File: src/issue_macros.svh
`ifndef ISSUE_MACROS_SVH
`define ISSUE_MACROS_SVH

//////////////////////////////
// Datapath width
`define XLEN 32

//////////////////////////////
// Execution units
`define NUM_UNITS 3

// Bit positions inside every unit vector
`define BRANCH_UNIT 0
`define ALU_UNIT 1
`define LS_UNIT 2

// Return address is PC plus one instruction
`define JAL_LINK_OFFSET 4

`endif

File: src/issue_pkg.sv
`default_nettype none

`include "issue_macros.svh"

package issue_pkg;

    //////////////////////////////
    // Opcodes, bits 6 to 2
    typedef enum logic [4:0] {
        LOAD      = 5'b00000,
        FENCE     = 5'b00011,
        ARITH_IMM = 5'b00100,
        AUIPC     = 5'b00101,
        STORE     = 5'b01000,
        ARITH     = 5'b01100,
        LUI       = 5'b01101,
        BRANCH    = 5'b11000,
        JALR      = 5'b11001,
        JAL       = 5'b11011,
        SYSTEM    = 5'b11100
    } opcode_t;

    // Function-3 codes that the decode logic looks at
    localparam logic [2:0] ADD_SUB_FN3 = 3'b000;
    localparam logic [2:0] SLT_FN3     = 3'b010;
    localparam logic [2:0] SLTU_FN3    = 3'b011;
    localparam logic [2:0] BLTU_FN3    = 3'b110;
    localparam logic [2:0] BGEU_FN3    = 3'b111;

    //////////////////////////////
    // ALU operand selects
    typedef enum logic [1:0] {
        ALU_RS1_ZERO = 2'b00,
        ALU_RS1_PC   = 2'b01,
        ALU_RS1_RF   = 2'b10
    } alu_rs1_sel_t;

    typedef enum logic [1:0] {
        ALU_RS2_LUI_AUIPC = 2'b00,
        ALU_RS2_ARITH_IMM = 2'b01,
        ALU_RS2_JAL_JALR  = 2'b10,
        ALU_RS2_RF        = 2'b11
    } alu_rs2_sel_t;

    typedef struct packed {
        alu_rs1_sel_t rs1_sel;
        alu_rs2_sel_t rs2_sel;
    } alu_sel_t;

    typedef logic [`NUM_UNITS-1:0] unit_vec_t;

    //////////////////////////////
    // Fetch and register file
    typedef struct packed {
        logic [31:0] pc;
        logic [31:0] instruction;
    } fetch_packet_t;

    typedef struct packed {
        logic [4:0] rs1_addr;
        logic [4:0] rs2_addr;
        logic [4:0] rd_addr;
        logic uses_rs1;
        logic uses_rs2;
        logic uses_rd;
    } rf_request_t;

    typedef struct packed {
        logic [`XLEN-1:0] rs1_data;
        logic [`XLEN-1:0] rs2_data;
        logic rs1_conflict;
        logic rs2_conflict;
    } rf_read_t;

    //////////////////////////////
    // Unit packets
    typedef struct packed {
        logic [`XLEN:0] in1;
        logic [`XLEN:0] in2;
        logic subtract;
        logic arith;
        logic [2:0] fn3;
    } alu_inputs_t;

    typedef struct packed {
        logic [`XLEN-1:0] rs1;
        logic [11:0] offset;
        logic [31:0] pc;
        logic [2:0] fn3;
        logic load;
        logic store;
        logic store_forward;
    } ls_inputs_t;

    typedef struct packed {
        logic [`XLEN-1:0] rs1;
        logic [`XLEN-1:0] rs2;
        logic [31:0] pc;
        logic [2:0] fn3;
        logic use_signed;
        logic jal;
        logic jalr;
    } branch_inputs_t;

endpackage

`default_nettype wire

File: src/instr_classifier.sv
`timescale 1ns/1ns
`default_nettype none

`include "issue_macros.svh"

module instr_classifier (
    input  issue_pkg::fetch_packet_t fb,
    output issue_pkg::rf_request_t   rf_req,
    output issue_pkg::unit_vec_t     requested,
    output issue_pkg::alu_sel_t      alu_sel,
    output logic                     legal
);

    import issue_pkg::*;

    opcode_t opcode_trim;
    logic    full_width;
    logic    known_opcode;
    logic    mul_div_op;

    //////////////////////////////
    // Instruction fields
    assign opcode_trim = opcode_t'(fb.instruction[6:2]);

    // All supported encodings are 32 bits wide
    assign full_width = (fb.instruction[1:0] == 2'b11);
    assign mul_div_op = fb.instruction[25];

    assign rf_req.rs1_addr = fb.instruction[19:15];
    assign rf_req.rs2_addr = fb.instruction[24:20];
    assign rf_req.rd_addr  = fb.instruction[11:7];

    //////////////////////////////
    // Register usage
    assign rf_req.uses_rs1 = opcode_trim inside {JALR, BRANCH, LOAD, STORE, ARITH_IMM, ARITH};
    assign rf_req.uses_rs2 = opcode_trim inside {BRANCH, STORE, ARITH};
    assign rf_req.uses_rd  =
        opcode_trim inside {LUI, AUIPC, JAL, JALR, LOAD, ARITH_IMM, ARITH};

    //////////////////////////////
    // Unit requests
    // Jumps need the branch unit for the target and the ALU for the link
    assign requested[`BRANCH_UNIT] = opcode_trim inside {BRANCH, JAL, JALR};
    assign requested[`ALU_UNIT] =
        opcode_trim inside {LUI, AUIPC, ARITH_IMM, ARITH, JAL, JALR};
    assign requested[`LS_UNIT] = opcode_trim inside {LOAD, STORE};

    //////////////////////////////
    // ALU operand selection
    always_comb begin
        case (opcode_trim)
            LUI:              alu_sel.rs1_sel = ALU_RS1_ZERO;
            AUIPC, JAL, JALR: alu_sel.rs1_sel = ALU_RS1_PC;
            default:          alu_sel.rs1_sel = ALU_RS1_RF;
        endcase

        case (opcode_trim)
            LUI, AUIPC: alu_sel.rs2_sel = ALU_RS2_LUI_AUIPC;
            ARITH_IMM:  alu_sel.rs2_sel = ALU_RS2_ARITH_IMM;
            JAL, JALR:  alu_sel.rs2_sel = ALU_RS2_JAL_JALR;
            default:    alu_sel.rs2_sel = ALU_RS2_RF;
        endcase
    end

    //////////////////////////////
    // Legality
    // FENCE and SYSTEM decode but go to no unit
    assign known_opcode = opcode_trim inside
        {LUI, AUIPC, JAL, JALR, BRANCH, LOAD, STORE, ARITH_IMM, ARITH, FENCE, SYSTEM};

    // No multiply or divide unit here
    assign legal = full_width & known_opcode & ~((opcode_trim == ARITH) & mul_div_op);

    // Only jumps share units, so two is the most
    always_comb begin
        assert final ($countones(requested) <= 2)
        else $error("instr_classifier: more than two units requested %b", requested);
    end

endmodule

`default_nettype wire

File: src/issue_control.sv
`timescale 1ns/1ns
`default_nettype none

`include "issue_macros.svh"

module issue_control (
    input  logic                   clk,
    input  logic                   rst,
    input  logic                   fb_valid,
    input  logic                   issue_hold,
    input  logic                   legal,
    input  issue_pkg::rf_read_t    rf_rd,
    input  issue_pkg::rf_request_t rf_req,
    input  issue_pkg::unit_vec_t   requested,
    input  issue_pkg::unit_vec_t   unit_ready,
    output issue_pkg::unit_vec_t   unit_issue,
    output logic                   pop,
    output logic                   rd_write_issued,
    output logic                   illegal
);

    import issue_pkg::*;

    logic is_store;
    logic rs1_ready;
    logic rs2_ready;
    logic units_ready;
    logic issue_valid;
    logic issued;

    //////////////////////////////
    // Operand readiness
    // Stores are the only load-store requests with no destination
    assign is_store = requested[`LS_UNIT] & ~rf_req.uses_rd;

    assign rs1_ready = ~rf_req.uses_rs1 | ~rf_rd.rs1_conflict;

    // Store data may still be in flight and gets forwarded later
    assign rs2_ready = ~rf_req.uses_rs2 | ~rf_rd.rs2_conflict | is_store;

    // Units that were not asked for do not matter
    assign units_ready = &(unit_ready | ~requested);

    //////////////////////////////
    // Issue decision
    assign issue_valid = fb_valid & ~issue_hold;
    assign issued      = issue_valid & legal & rs1_ready & rs2_ready & units_ready;

    assign unit_issue = {`NUM_UNITS{issued}} & requested;

    // Illegal instructions are dropped without going anywhere
    assign pop     = issued | (issue_valid & ~legal);
    assign illegal = fb_valid & ~legal;

    assign rd_write_issued = issued & rf_req.uses_rd & (rf_req.rd_addr != 5'd0);

    //////////////////////////////
    // Checks
    a_issue_needs_ready: assert property (
        @(posedge clk) disable iff (rst)
        (unit_issue & ~unit_ready) == '0
    ) else $error("issue_control: strobe %b to a unit that is not ready", unit_issue);

    a_no_issue_on_hold: assert property (
        @(posedge clk) disable iff (rst)
        issue_hold |-> (unit_issue == '0)
    ) else $error("issue_control: strobe %b while issue is held", unit_issue);

endmodule

`default_nettype wire

File: src/alu_operand_gen.sv
`timescale 1ns/1ns
`default_nettype none

`include "issue_macros.svh"

module alu_operand_gen (
    input  logic                     clk,
    input  logic                     rst,
    input  issue_pkg::fetch_packet_t fb,
    input  issue_pkg::alu_sel_t      alu_sel,
    input  issue_pkg::rf_read_t      rf_rd,
    input  logic                     issue,
    output issue_pkg::alu_inputs_t   alu_inputs,
    output logic                     alu_valid
);

    import issue_pkg::*;

    localparam logic [`XLEN-1:0] LINK_OFFSET = `JAL_LINK_OFFSET;

    opcode_t          opcode_trim;
    logic             arith_op;
    logic [2:0]       fn3;
    logic [`XLEN-1:0] rs1_data;
    logic [`XLEN-1:0] rs2_data;
    alu_inputs_t      next_inputs;

    assign opcode_trim = opcode_t'(fb.instruction[6:2]);
    assign arith_op    = opcode_trim inside {ARITH, ARITH_IMM};

    // Upper immediates and links are plain additions
    assign fn3 = arith_op ? fb.instruction[14:12] : ADD_SUB_FN3;

    //////////////////////////////
    // Operand muxes
    always_comb begin
        case (alu_sel.rs1_sel)
            ALU_RS1_ZERO: rs1_data = '0;
            ALU_RS1_PC:   rs1_data = fb.pc;
            default:      rs1_data = rf_rd.rs1_data;
        endcase

        case (alu_sel.rs2_sel)
            ALU_RS2_LUI_AUIPC: rs2_data = {fb.instruction[31:12], 12'b0};
            ALU_RS2_ARITH_IMM: rs2_data = {{(`XLEN-12){fb.instruction[31]}}, fb.instruction[31:20]};
            ALU_RS2_JAL_JALR:  rs2_data = LINK_OFFSET;
            default:           rs2_data = rf_rd.rs2_data;
        endcase
    end

    // Extra top bit makes signed and unsigned compares one subtraction
    assign next_inputs.in1 = {rs1_data[`XLEN-1] & ~fn3[0], rs1_data};
    assign next_inputs.in2 = {rs2_data[`XLEN-1] & ~fn3[0], rs2_data};

    assign next_inputs.subtract =
        ((opcode_trim == ARITH) & fb.instruction[30] & (fn3 == ADD_SUB_FN3)) |
        (arith_op & (fn3 inside {SLT_FN3, SLTU_FN3}));

    // Bit shifted in on a right shift
    assign next_inputs.arith = rs1_data[`XLEN-1] & fb.instruction[30];
    assign next_inputs.fn3   = fn3;

    //////////////////////////////
    // Output register
    always_ff @(posedge clk) begin
        if (issue) begin
            alu_inputs <= next_inputs;
        end
    end

    always_ff @(posedge clk) begin
        if (rst) begin
            alu_valid <= 1'b0;
        end else begin
            alu_valid <= issue;
        end
    end

endmodule

`default_nettype wire

File: src/ls_branch_operand_gen.sv
`timescale 1ns/1ns
`default_nettype none

`include "issue_macros.svh"

module ls_branch_operand_gen (
    input  logic                      clk,
    input  logic                      rst,
    input  issue_pkg::fetch_packet_t  fb,
    input  issue_pkg::rf_read_t       rf_rd,
    input  logic                      ls_issue,
    input  logic                      branch_issue,
    output issue_pkg::ls_inputs_t     ls_inputs,
    output logic                      ls_valid,
    output issue_pkg::branch_inputs_t branch_inputs,
    output logic                      branch_valid,
    output logic [`XLEN-1:0]          store_data,
    output logic                      store_issued_with_data
);

    import issue_pkg::*;

    logic [6:0]     opcode;
    opcode_t        opcode_trim;
    logic [2:0]     fn3;
    logic           is_load;
    logic           is_store;
    ls_inputs_t     next_ls;
    branch_inputs_t next_branch;

    assign opcode      = fb.instruction[6:0];
    assign opcode_trim = opcode_t'(opcode[6:2]);
    assign fn3         = fb.instruction[14:12];

    assign is_load  = (opcode_trim == LOAD);
    assign is_store = (opcode_trim == STORE);

    //////////////////////////////
    // Load-store packet
    // Opcode bit 5 tells the S-type offset from the I-type one
    assign next_ls.offset = opcode[5] ? {fb.instruction[31:25], fb.instruction[11:7]}
                                      : fb.instruction[31:20];
    assign next_ls.rs1   = rf_rd.rs1_data;
    assign next_ls.pc    = fb.pc;
    assign next_ls.fn3   = fn3;
    assign next_ls.load  = is_load;
    assign next_ls.store = is_store;

    // Store data still in flight comes from the forwarding path
    assign next_ls.store_forward = is_store & rf_rd.rs2_conflict;

    //////////////////////////////
    // Branch packet
    assign next_branch.rs1        = rf_rd.rs1_data;
    assign next_branch.rs2        = rf_rd.rs2_data;
    assign next_branch.pc         = fb.pc;
    assign next_branch.fn3        = fn3;
    assign next_branch.use_signed = !(fn3 inside {BLTU_FN3, BGEU_FN3});

    // JAL has opcode bit 3 set, JALR has only bit 2
    assign next_branch.jal  = opcode[3];
    assign next_branch.jalr = ~opcode[3] & opcode[2];

    //////////////////////////////
    // Output registers
    always_ff @(posedge clk) begin
        if (ls_issue) begin
            ls_inputs  <= next_ls;
            store_data <= rf_rd.rs2_data;
        end
        if (branch_issue) begin
            branch_inputs <= next_branch;
        end
    end

    always_ff @(posedge clk) begin
        if (rst) begin
            ls_valid               <= 1'b0;
            branch_valid           <= 1'b0;
            store_issued_with_data <= 1'b0;
        end else begin
            ls_valid               <= ls_issue;
            branch_valid           <= branch_issue;
            store_issued_with_data <= ls_issue & is_store & ~rf_rd.rs2_conflict;
        end
    end

    a_load_xor_store: assert property (
        @(posedge clk) disable iff (rst)
        ls_valid |-> !(ls_inputs.load && ls_inputs.store)
    ) else $error("ls_branch_operand_gen: packet marked as both load and store");

endmodule

`default_nettype wire

File: src/decode_issue.sv
`timescale 1ns/1ns
`default_nettype none

`include "issue_macros.svh"

module decode_issue (
    input  logic                      clk,
    input  logic                      rst,

    // Fetch side
    input  logic                      fb_valid,
    input  issue_pkg::fetch_packet_t  fb,
    output logic                      pop,

    // Register file
    output issue_pkg::rf_request_t    rf_req,
    input  issue_pkg::rf_read_t       rf_rd,
    output logic                      rd_write_issued,

    // Unit handshake levels and strobes
    input  issue_pkg::unit_vec_t      unit_ready,
    output issue_pkg::unit_vec_t      unit_issue,
    input  logic                      issue_hold,
    output logic                      illegal,

    // Registered unit packets
    output issue_pkg::alu_inputs_t    alu_inputs,
    output logic                      alu_valid,
    output issue_pkg::ls_inputs_t     ls_inputs,
    output logic                      ls_valid,
    output issue_pkg::branch_inputs_t branch_inputs,
    output logic                      branch_valid,
    output logic [`XLEN-1:0]          store_data,
    output logic                      store_issued_with_data
);

    import issue_pkg::*;

    unit_vec_t requested;
    alu_sel_t  alu_sel;
    logic      legal;

    //////////////////////////////
    // Decode
    instr_classifier u_instr_classifier (
        .fb        (fb),
        .rf_req    (rf_req),
        .requested (requested),
        .alu_sel   (alu_sel),
        .legal     (legal)
    );

    //////////////////////////////
    // Issue
    issue_control u_issue_control (
        .clk             (clk),
        .rst             (rst),
        .fb_valid        (fb_valid),
        .issue_hold      (issue_hold),
        .legal           (legal),
        .rf_rd           (rf_rd),
        .rf_req          (rf_req),
        .requested       (requested),
        .unit_ready      (unit_ready),
        .unit_issue      (unit_issue),
        .pop             (pop),
        .rd_write_issued (rd_write_issued),
        .illegal         (illegal)
    );

    //////////////////////////////
    // Operand packets
    alu_operand_gen u_alu_operand_gen (
        .clk        (clk),
        .rst        (rst),
        .fb         (fb),
        .alu_sel    (alu_sel),
        .rf_rd      (rf_rd),
        .issue      (unit_issue[`ALU_UNIT]),
        .alu_inputs (alu_inputs),
        .alu_valid  (alu_valid)
    );

    ls_branch_operand_gen u_ls_branch_operand_gen (
        .clk                    (clk),
        .rst                    (rst),
        .fb                     (fb),
        .rf_rd                  (rf_rd),
        .ls_issue               (unit_issue[`LS_UNIT]),
        .branch_issue           (unit_issue[`BRANCH_UNIT]),
        .ls_inputs              (ls_inputs),
        .ls_valid               (ls_valid),
        .branch_inputs          (branch_inputs),
        .branch_valid           (branch_valid),
        .store_data             (store_data),
        .store_issued_with_data (store_issued_with_data)
    );

endmodule

`default_nettype wire

File: config.mk
export PLATFORM = sky130hd
export DESIGN_NAME = decode_issue
export DESIGN_NICKNAME = d
export VERILOG_FILES = /design/src/issue_pkg.sv /design/src/instr_classifier.sv /design/src/issue_control.sv /design/src/alu_operand_gen.sv /design/src/ls_branch_operand_gen.sv /design/src/decode_issue.sv
export VERILOG_INCLUDE_DIRS = /design/src /design/src/src
export SDC_FILE = /design/constraint.sdc
export NUM_CORES = 1
export LEC_CHECK = 0
export ABC_AREA = 1
export BUFFER_PORTS_ARGS = -buffer_cell sky130_fd_sc_hd__buf_4
export CAP_MARGIN = 30
export CORE_ASPECT_RATIO = 0.5
export CORE_MARGIN = 5
export CORE_UTILIZATION = 47
export DETAILED_ROUTE_END_ITERATION = 8
export PLACE_DENSITY = 0.76
export SLEW_MARGIN = 20
export SYNTH_ARGS = -nofsm -noshare
export SYNTH_HDL_FRONTEND = slang
export SYNTH_HIERARCHICAL = 1
export SYNTH_SLANG_ARGS = --single-unit
File: constraint.sdc
create_clock -name clk -period 7.1 [get_ports clk]
set_input_delay 1.42 -clock clk [delete_from_list [all_inputs] [get_ports clk]]
set_output_delay 1.42 -clock clk [all_outputs]
set_load 0.05 [all_outputs]
# Word-level counts from Yosys, hierarchy flattened
# Cells that the tools add are included.
# Widths: inputs -> output; s select.
dict set report word_totals {
  reg_bits 291
  in_bits 137
  output_inout_bits 315
  elab_cells 109
}
dict set report classes {
  eq_ne 18
  muxes 6
  bitwise 41
  n_reduce_logical 20
}
# cell n
set ops {}
lappend ops {{$pmux 32 s3} 1}
lappend ops {{$pmux 32 s2} 1}
lappend ops {{$and 1x1->1} 23}
lappend ops {{$eq 5x5->1 const B} 4}
lappend ops {{$eq 5x4->1 const B} 3}
lappend ops {{$reduce_bool 6->1} 2}
lappend ops {{$reduce_bool 11->1} 1}
lappend ops {{$eq 5x3->1 const B} 2}
lappend ops {{$not 1->1} 10}
lappend ops {{$reduce_bool 2->1} 4}
lappend ops {{$reduce_bool 7->1} 1}
lappend ops {{$eq 3x2->1 const B} 2}
lappend ops {{$eq 3x3->1 const B} 2}
lappend ops {{$pmux 2 s3} 1}
lappend ops {{$reduce_bool 3->1} 2}
lappend ops {{$eq 5x2->1 const B} 1}
lappend ops {{$logic_not 5->1} 1}
lappend ops {{$mux 5} 1}
lappend ops {{$or 1x1->1} 5}
lappend ops {{$reduce_bool 5->1} 1}
lappend ops {{$eq 2x1->1 const B} 2}
lappend ops {{$eq 2x2->1 const B} 2}
lappend ops {{$logic_not 2->1} 2}
lappend ops {{$pmux 2 s2} 1}
lappend ops {{other kinds (9)} 10}

# Longest topological paths before layout
# Gate-level depths: netlist of run 1.
dict set report logic_depth {
  ltp_word 11
  depth_mapped 14
  depth_no_buf 14
}

# Modules after synthesis
# Netlist of run 1, hierarchy kept.
# module instances cells_each area_per_inst_um2
set modules_own_cells {}
lappend modules_own_cells {ls_branch_operand_gen 1 255 6692.7}
lappend modules_own_cells {alu_operand_gen 1 316 3161.8}
lappend modules_own_cells {instr_classifier 1 51 295.3}
lappend modules_own_cells {issue_control 1 33 172.7}

# Worst setup path before layout of run 1
# OpenSTA, ideal clock, no wires.
dict set report synth_timing {
  path_type {input -> output}
  from {in fb[4] (netlist bit)}
  to {out unit_issue[2]}
  arrival_time_ps 5891
  path_slack_ps -211
  path_stages 10
  path_buffers 0
  path_cell_list {inv_2 -> nor2_2 -> nand2_2 -> and2_4 -> nand3_1 -> inv_1 -> a21oi_2 -> nor2_4 -> nand2_4 -> nor2_2}
}
# element line_no
set synth_rtl {}
lappend synth_rtl {{start, declared} decode_issue.sv:12} ;# input issue_pkg::fetch_packet_t fb,
lappend synth_rtl {{end, declared} decode_issue.sv:22} ;# output issue_pkg::unit_vec_t unit_issue,

# Worst setup path in the final report of run 1
dict set report layout_timing {
  from {in fb[4] (netlist bit)}
  to {out unit_issue[0]}
}
dict set report layout_via {
  elab_chain_cells 9
}
# element line_no
set layout_lines {}
lappend layout_lines {{$eq 5x4->1, or another cell as far along} {instr_classifier.sv:38, instr_classifier.sv:45, instr_classifier.sv:68}}
lappend layout_lines {{$reduce_bool 11->1 / $and 1x1->1 (equally long branches)} {instr_classifier.sv:68, instr_classifier.sv:72}}
lappend layout_lines {{$and 1x1->1 / $not 1->1 (equally long branches)} instr_classifier.sv:72} ;# assign legal = full_width & known_opcode & ~((opcode_trim == ARITH) & mul_div_op);
lappend layout_lines {{$and 1x1->1} instr_classifier.sv:72}
lappend layout_lines {{$and 1x1->1 (4 in series)} issue_control.sv:47} ;# assign issued = issue_valid & legal & rs1_ready & rs2_ready & units_ready;
lappend layout_lines {{$and 3x3->3 *} issue_control.sv:49} ;# assign unit_issue = {`NUM_UNITS{issued}} & requested;
# Every way passes the cells marked *; elsewhere a longest branch is shown, timed or not.

==> impl_metrics.toml, run 1 <==
[timing]
period_share = 0.6558
rsz0062_at_grt = "no"
final-hold-violation-count = 0
max_slew_margin = 0.3887
drv_slew = 0
fin_setup_tns_ps = 0
layout_min_cycle_time_ps = 4657
layout_setup_ws_ps = 2443
max_freq_mhz = 214.8
worst_pin_slew_ps = 916.9
setup_violations = 0

[die]
die_area_um2 = 25210
die_w_um = 219.6
initial_utilization = 0.4772
rows = 38
io-pin-count = 452
die_y_um = 114.8
core_um2 = 21630

[critical_path]
max_stage_delay_ps = 450
worstSetupPathType = "in -> out"
start_kind = "input pin"
arrival_ps = 3240
cp_data_required_time_ps = 5680
slowest_stage = "and2_4"
end_kind = "output pin"
path_cells = "buf_4 > inv_2 > nor2_2 > nand2_2 > and2_4 > nand3_1 > inv_1 > a21oi_2 > nor2_4 > nand2_4 > nor2_4 > buf_4"
worstPathMaxFanout = 36

[place]
place_hpwl_um = 23800
placed_cells = 1382
io_buffer_count = 451
place_ws_ps = 2241
place_congestion = 0.9155

[synth]
postSynthAreaPerCell_um2 = 15.76
synth.ff_latch_count = 291
synth_nets = 792
yosysWarningCount = 6
synth_area_leader_cell = "edfxtp_1"
ys_types = 25
seq_area_frac_synth = 0.8427
syn_inst = 655
synthesis.area_um2 = 10320
synth.area.top_cells = "edfxtp_1 (83%), nand2_1 (7.5%), nand3_1 (1.9%)"
yosys.area.top_type_share = 0.8349

[pwr]
vdd_drop_max_mv = 0.1337
p_per_area_nw_per_um2 = 235.5
internal_power_mw = 2.749
power.total_mw = 3.489
power.leakage_nw = 6.129
seqPwrFrac = 0.543
combPwrFrac = 0.064
total_switching_power_uw = 740.0
clock_power_share = 0.393
p_sw_frac = 0.2121

[clock_network]
cts_setup_buffers = 0
clkSinkCount = 291
htree_levels = 1
cts_buffer_depth = 3
clk_pin_slew_ps = 60
cts_root_buf = "clkbuf_16"
numCtsBuffers = 26
holdBufCountCts = 0
cts_resized = 0
cts_tree = "yes"

[final_layout]
post-route-util = 0.6848
antenna_cells = 0
seq_area_um2 = 8698
fillers = 1542
area_growth_pct = 43.52
multi_input_area_um2 = 1294
fin_cells = 1430
drive_gt1_frac = 0.4575
final_nets = 1249

[routing]
highest_layer = "met4"
wl_met3_um = 2516
drcViolationCount = 0
viasPerCell = 4.992
drtAntennaViolNets = 0
wl_per_cell_um = 22.76
wl_met1_um = 11560
drtIter0Drc = 642
drt_wl_total_um = 32550
dr_wl_met2_um = 17370
drt_pre_antenna_iters = 5
vias = 7139

[global_route]
grt_max_degree = 73
grt_antenna_before_repair = 0
grt_pass1_wl_um = 46540
grt_pass1_vias = 7258
track_usage = 0.2475
grt_overflow = 0

[run]
cap_violations = 0

[outcome]
status = "finished clean"

[min_path]
hold_class = "in -> reg"
-- stage by stage --
| step | hold slack (ps) | instance area [µm²] |
|---|---|---|
| floorplan | 1492 | 10330 |
| global placement | 1614 | 13930 |
| detailed placement | 1613 | 13950 |
| CTS | 1059 | 14760 |
| global route | 1051 | 14810 |
| finish | 1080 | 14810 |
-- critical path: cells and delay by family --
| family | cells | cell delay, ps |
|---|---|---|
| buffers and inverters | 4 | 570 |
| and+or+nand+nor | 7 | 1180 |
| AOI/OAI and AO/OA | 1 | 70 |
-- cells in the final DEF (no fill, tap or decap) --
cell type | synthesis | final
nand2_2 | 2 | 2
a21boi_0 | 1 | 1
buf_4 | 15 | 456
edfxtp_1 | 287 | 287
nor2_2 | 8 | 5
inv_2 | 4 | 4
clkbuf_1 | 3 | 9
and2_1 | 1 | 1
clkinv_1 | 0 | 4
and2_4 | 1 | 1
nand2_4 | 1 | 1
buf_8 | 0 | 1
bufinv_16 | 0 | 2
nand3_1 | 40 | 40
clkbuf_16 | 0 | 27
nand4_1 | 2 | 2
inv_8 | 0 | 1
dfxtp_1 | 4 | 4
nand3_2 | 1 | 1
a21oi_2 | 2 | 2
nand2_1 | 206 | 206
or2_1 | 1 | 1
a21oi_1 | 1 | 1
nand4_2 | 1 | 1
o21ai_0 | 2 | 2
inv_1 | 34 | 34
clkinv_2 | 0 | 3
nor2_1 | 21 | 21
buf_16 | 0 | 2
nor2_4 | 5 | 8
-- cells in the mapped netlist, drive strengths merged --
cell type	count
or2	1
o21ai	2
dfxtp	4
nand4	3
nand2	209
buf	27
clkbuf	3
inv	38
edfxtp	287
a21boi	1
a21oi	3
and2	2
nand3	41
nor2	34
-- per-layer routing --
layer / global-route usage / vias to the layer above
met5: 0 / -
met4: 0.07520 / 0
met3: 0.05209 / 70
met2: 0.4389 / 339
met1: 0.3123 / 3542
li1: - / 3188
-- kinds of logic after synthesis --
family,Yosys count,share of synthesized area
buffers and inverters,68,0.03345
AOI/OAI and AO/OA,6,0.003879
and+or+nand+nor,290,0.1200
DFF,291,0.8427
-- power groups by stage --
stage	combinational (mW)	clock, mW	sequential (mW)
detailed placement	0.221	0	1.93
global route	0.240	1.48	1.89
CTS	0.222	1.40	1.89
global placement	0.214	0	1.93
finish	0.222	1.37	1.89
floorplan	0.0898	0	1.95
-- area by class of cell --
class | instances | share of cell area
Clock buffer | 36 | 0.04789
Sequential cell | 291 | 0.5872
Tap cell | 300 | 0.02534
Timing Repair Buffer | 459 | 0.2358
Multi-Input combinational cell | 296 | 0.08733
Inverter | 38 | 0.009628
Clock inverter | 10 | 0.006841
-- registers in the layout, indices dropped and copies added (netlist names) --
name and count:
u_ls_branch_operand_gen/branch_inputs 102, u_ls_branch_operand_gen/ls_inputs 82, u_alu_operand_gen/alu_inputs 71, u_ls_branch_operand_gen/store_data 32
u_alu_operand_gen/alu_valid 1, u_ls_branch_operand_gen/branch_valid 1, u_ls_branch_operand_gen/ls_valid 1, u_ls_branch_operand_gen/store_issued_with_data 1
-- worst paths after layout --
| check | start | endpoint | cells past startpoint |
|---|---|---|---|
| worst min-delay path | rst | u_ls_branch_operand_gen/branch_valid$_SDFF_PP0_ | 2 |
| worst max-delay path | fb[4] | unit_issue[0] | 12 |
(Power assumes the default switching activity.)
==> run 2: changes to the inputs <==
--- a/config.mk
+++ b/config.mk
@@ -6,7 +6,7 @@
 export SDC_FILE = /design/constraint.sdc
 export NUM_CORES = 1
 export LEC_CHECK = 0
-export ABC_AREA = 1
+export ABC_AREA = 0
 export BUFFER_PORTS_ARGS = -buffer_cell sky130_fd_sc_hd__buf_4
 export CAP_MARGIN = 30
 export CORE_ASPECT_RATIO = 0.5
==> constraint.sdc (replaced) <==
create_clock -name clk -period 4.54 [get_ports clk]
set_input_delay 0.908 -clock clk [delete_from_list [all_inputs] [get_ports clk]]
set_output_delay 0.908 -clock clk [all_outputs]
set_load 0.05 [all_outputs]
==> run 2 against run 1 <==
  * Synthesized cell count is 23% lower
  * Worst hold slack lost 530 ps
  * Combinational power rose by 59%
  * Critical path depth is 3 lower
  * Area after synthesis increased by 0.38%
  * Sequential share of layout area is 0.39 points lower
  * Wire length down 7.5%
  * Core utilization up 0.31 points
  * Clock power up 60%
  * Global-route usage decreased by 2.2 points
==> impl_metrics.toml, run 2 <==
[synth]
yosysWarningCount = 6
yosys.area.top_type_share = 0.8318
ys.flop_type = "edfxtp_1"
synth_compound_area_frac = 0.05712
synth_top_cells_by_count = "edfxtp_1 (287), a22o_1 (31), mux2i_1 (29)"
yosysMostFrequentCell = "edfxtp_1"
muxShareOfSynthArea = 0.03490
synth_nets = 643
synth.ff_latch_count = 291
synth_top_family_by_area = "compound AO/OA/AOI/OAI gates"
async_reset_ff_frac = 0
synth_fa_ha_area_frac = 0
seq_area_frac_synth = 0.8395
synth.area.top_cells = "edfxtp_1 (83%), mux2i_1 (2.8%), a22o_1 (2.6%)"
ys_types = 45
syn_inst = 506
synthesis.area_um2 = 10360
synth_area_leader_cell = "edfxtp_1"
synth_edf_count = 287
postSynthAreaPerCell_um2 = 20.48
yosys.area_share.simple = 0.04057
synth_xor_area_frac = 0

[final_layout]
final_common_cell = "buf_4"
multi_input_area_um2 = 1481
seq_area_um2 = 8698
post-route-util = 0.6878
regMostFlops = "u_ls_branch_operand_gen/branch_inputs"
fin_area_um2 = 14910
fillers = 1543
reg.largest.list = "u_ls_branch_operand_gen/branch_inputs (102), u_ls_branch_operand_gen/ls_inputs (82), u_alu_operand_gen/alu_inputs (71)"
antenna_cells = 0
drive_gt1_frac = 0.5353
final_cell_mix = "buf_4 (457), edfxtp_1 (287), a22o_1 (31)"
largest_register_ffs = 102
final_nets = 1094
area_growth_pct = 43.93

[critical_path]
arrival_ps = 2690
slowest_stage = "nor2_1"
cp_data_required_time_ps = 3630
cp-startpoint = "fb[5]"
start_kind = "input pin"
worstSetupPathType = "in -> out"
max_stage_delay_ps = 400
worstPathMaxFanout = 17
path_cells = "buf_4 > nand2_1 > nor2_1 > nand2_1 > nand2b_1 > inv_1 > o2111ai_4 > nor3_4 > buf_4"
end_kind = "output pin"

[die]
rows = 38
initial_utilization = 0.4779
die_w_um = 220.0
die_area_um2 = 25290
io-pin-count = 452
die_y_um = 115.0
core_um2 = 21680

[routing]
drcViolationCount = 0
drtIter0Drc = 551
drt_pre_antenna_iters = 5
drt_wl_total_um = 30110
wl_per_cell_um = 23.58
viasPerCell = 5.052
drtAntennaViolNets = 0
vias = 6452

[clock_network]
cts_setup_buffers = 0
clkSinkCount = 291
cts_buffer_depth = 3
holdBufCountCts = 0
numCtsBuffers = 26
htree_levels = 1
cts_tree = "yes"
clk_pin_slew_ps = 70
cts_resized = 0
cts_root_buf = "clkbuf_16"

[pwr]
power.total_mw = 5.503
vdd_drop_max_mv = 0.2698
p_per_area_nw_per_um2 = 369.0
power.leakage_nw = 5.903

[global_route]
grt_pass1_wl_um = 42890
grt_pass1_vias = 6798
track_usage = 0.2254
grt_max_degree = 116
grt_overflow = 0
grt_antenna_before_repair = 0

[timing]
rsz0062_at_grt = "no"
setup_violations = 0
final-hold-violation-count = 0
drv_slew = 0
worst_pin_slew_ps = 913.9
layout_min_cycle_time_ps = 3602
max_freq_mhz = 277.6
fin_setup_tns_ps = 0
period_share = 0.7935
max_slew_margin = 0.3892

[place]
place_hpwl_um = 21830
place_congestion = 0.9043
dpl_cell_area_um2 = 14040
io_buffer_count = 451

[min_path]
min_to = "u_ls_branch_operand_gen/ls_inputs[68]$_DFFE_PP_"
hold_class = "in -> reg"
whs_path_depth = 1
min_from = "rf_rd[52]"

[outcome]
status = "finished clean"

[run]
cap_violations = 0
==> run 2: cell types whose count changed after synthesis, sizes merged, moves of 5 or more <==
| cell | before | now |
|---|---|---|
| nand2 | 209 | 13 |
| nand3 | 41 | 1 |
| inv | 38 | 5 |
| a22o | 0 | 31 |
| mux2i | 0 | 29 |
| nor2 | 34 | 6 |
| o2bb2ai | 0 | 22 |
| nor2b | 0 | 20 |
| mux2 | 0 | 6 |
| nand2b | 0 | 6 |
| buf | 27 | 32 |
| o21ai | 2 | 7 |
==> run 2: worst max-delay path by stage <==
stage                                                  to  slack (ps)  cells past startpoint
5_1_grt                                     unit_issue[2]         820                      9
6_report                                    unit_issue[2]         940                      9
4_1_cts                                     unit_issue[2]         940                      8
2_1_floorplan                               unit_issue[2]       -1280                      7
3_5_place_dp   u_alu_operand_gen/alu_inputs[25]$_DFFE_PP_         930                      8
3_3_place_gp                                unit_issue[2]         980                      8
==> run 2: power by group <==
group	total [mW]	switching [mW]	internal, mW
Combinational	0.353	0.196	0.156
Clock	2.19	0.961	1.23
Sequential	2.96	0.00171	2.96
Total	5.50	1.16	4.34
==> run 2: logic make-up (layout without fill, tap and decap cells) <==
| logic type | count (synthesis) | count (layout) |
|---|---|---|
| multiplexers | 35 | 35 |
| AND/OR/NAND/NOR | 66 | 66 |
| AO/OA/AOI/OAI | 72 | 72 |
| buffers and inverters | 42 | 513 |
| flip-flops | 291 | 291 |
==> run 2: final cells by class <==
cell class | instances | share of cell area
sequential | 291 | 0.5833
timing repair buffer | 460 | 0.2346
multi-input combinational | 173 | 0.09934
clock buffer | 31 | 0.04489
tap | 300 | 0.02517
clock inverter | 17 | 0.01149
inverter | 5 | 0.001258
==> run 2: through the flow <==
| step | cells | worst slack, ps | hold slack [ps] |
|---|---|---|---|
| final | 1277 | 937.6 | 553.5 |
| after global routing | 1277 | 818.4 | 525.0 |
| after CTS | 1276 | 943.6 | 522.4 |
| after detailed placement | 1228 | 930.5 | 1106 |
| after global placement | 1228 | 975.2 | 1103 |
| after floorplan | 506 | -1277 | 979.6 |
==> run 2: worst max-delay path: cells and delay by family <==
kind | cells | cell delay, ps
AND/OR/NAND/NOR | 5 | 950
buffers and inverters | 3 | 490
AO/OA/AOI/OAI | 1 | 340
==> run 2: routing by layer <==
metal / GRT usage / wire length, µm / vias up
met3: 0.04946 / 1819 / 50
met4: 0.06689 / 859 / 0
li1: - / - / 2903
met1: 0.2817 / 11400 / 3269
met5: 0 / 0 / -
met2: 0.4012 / 16020 / 230
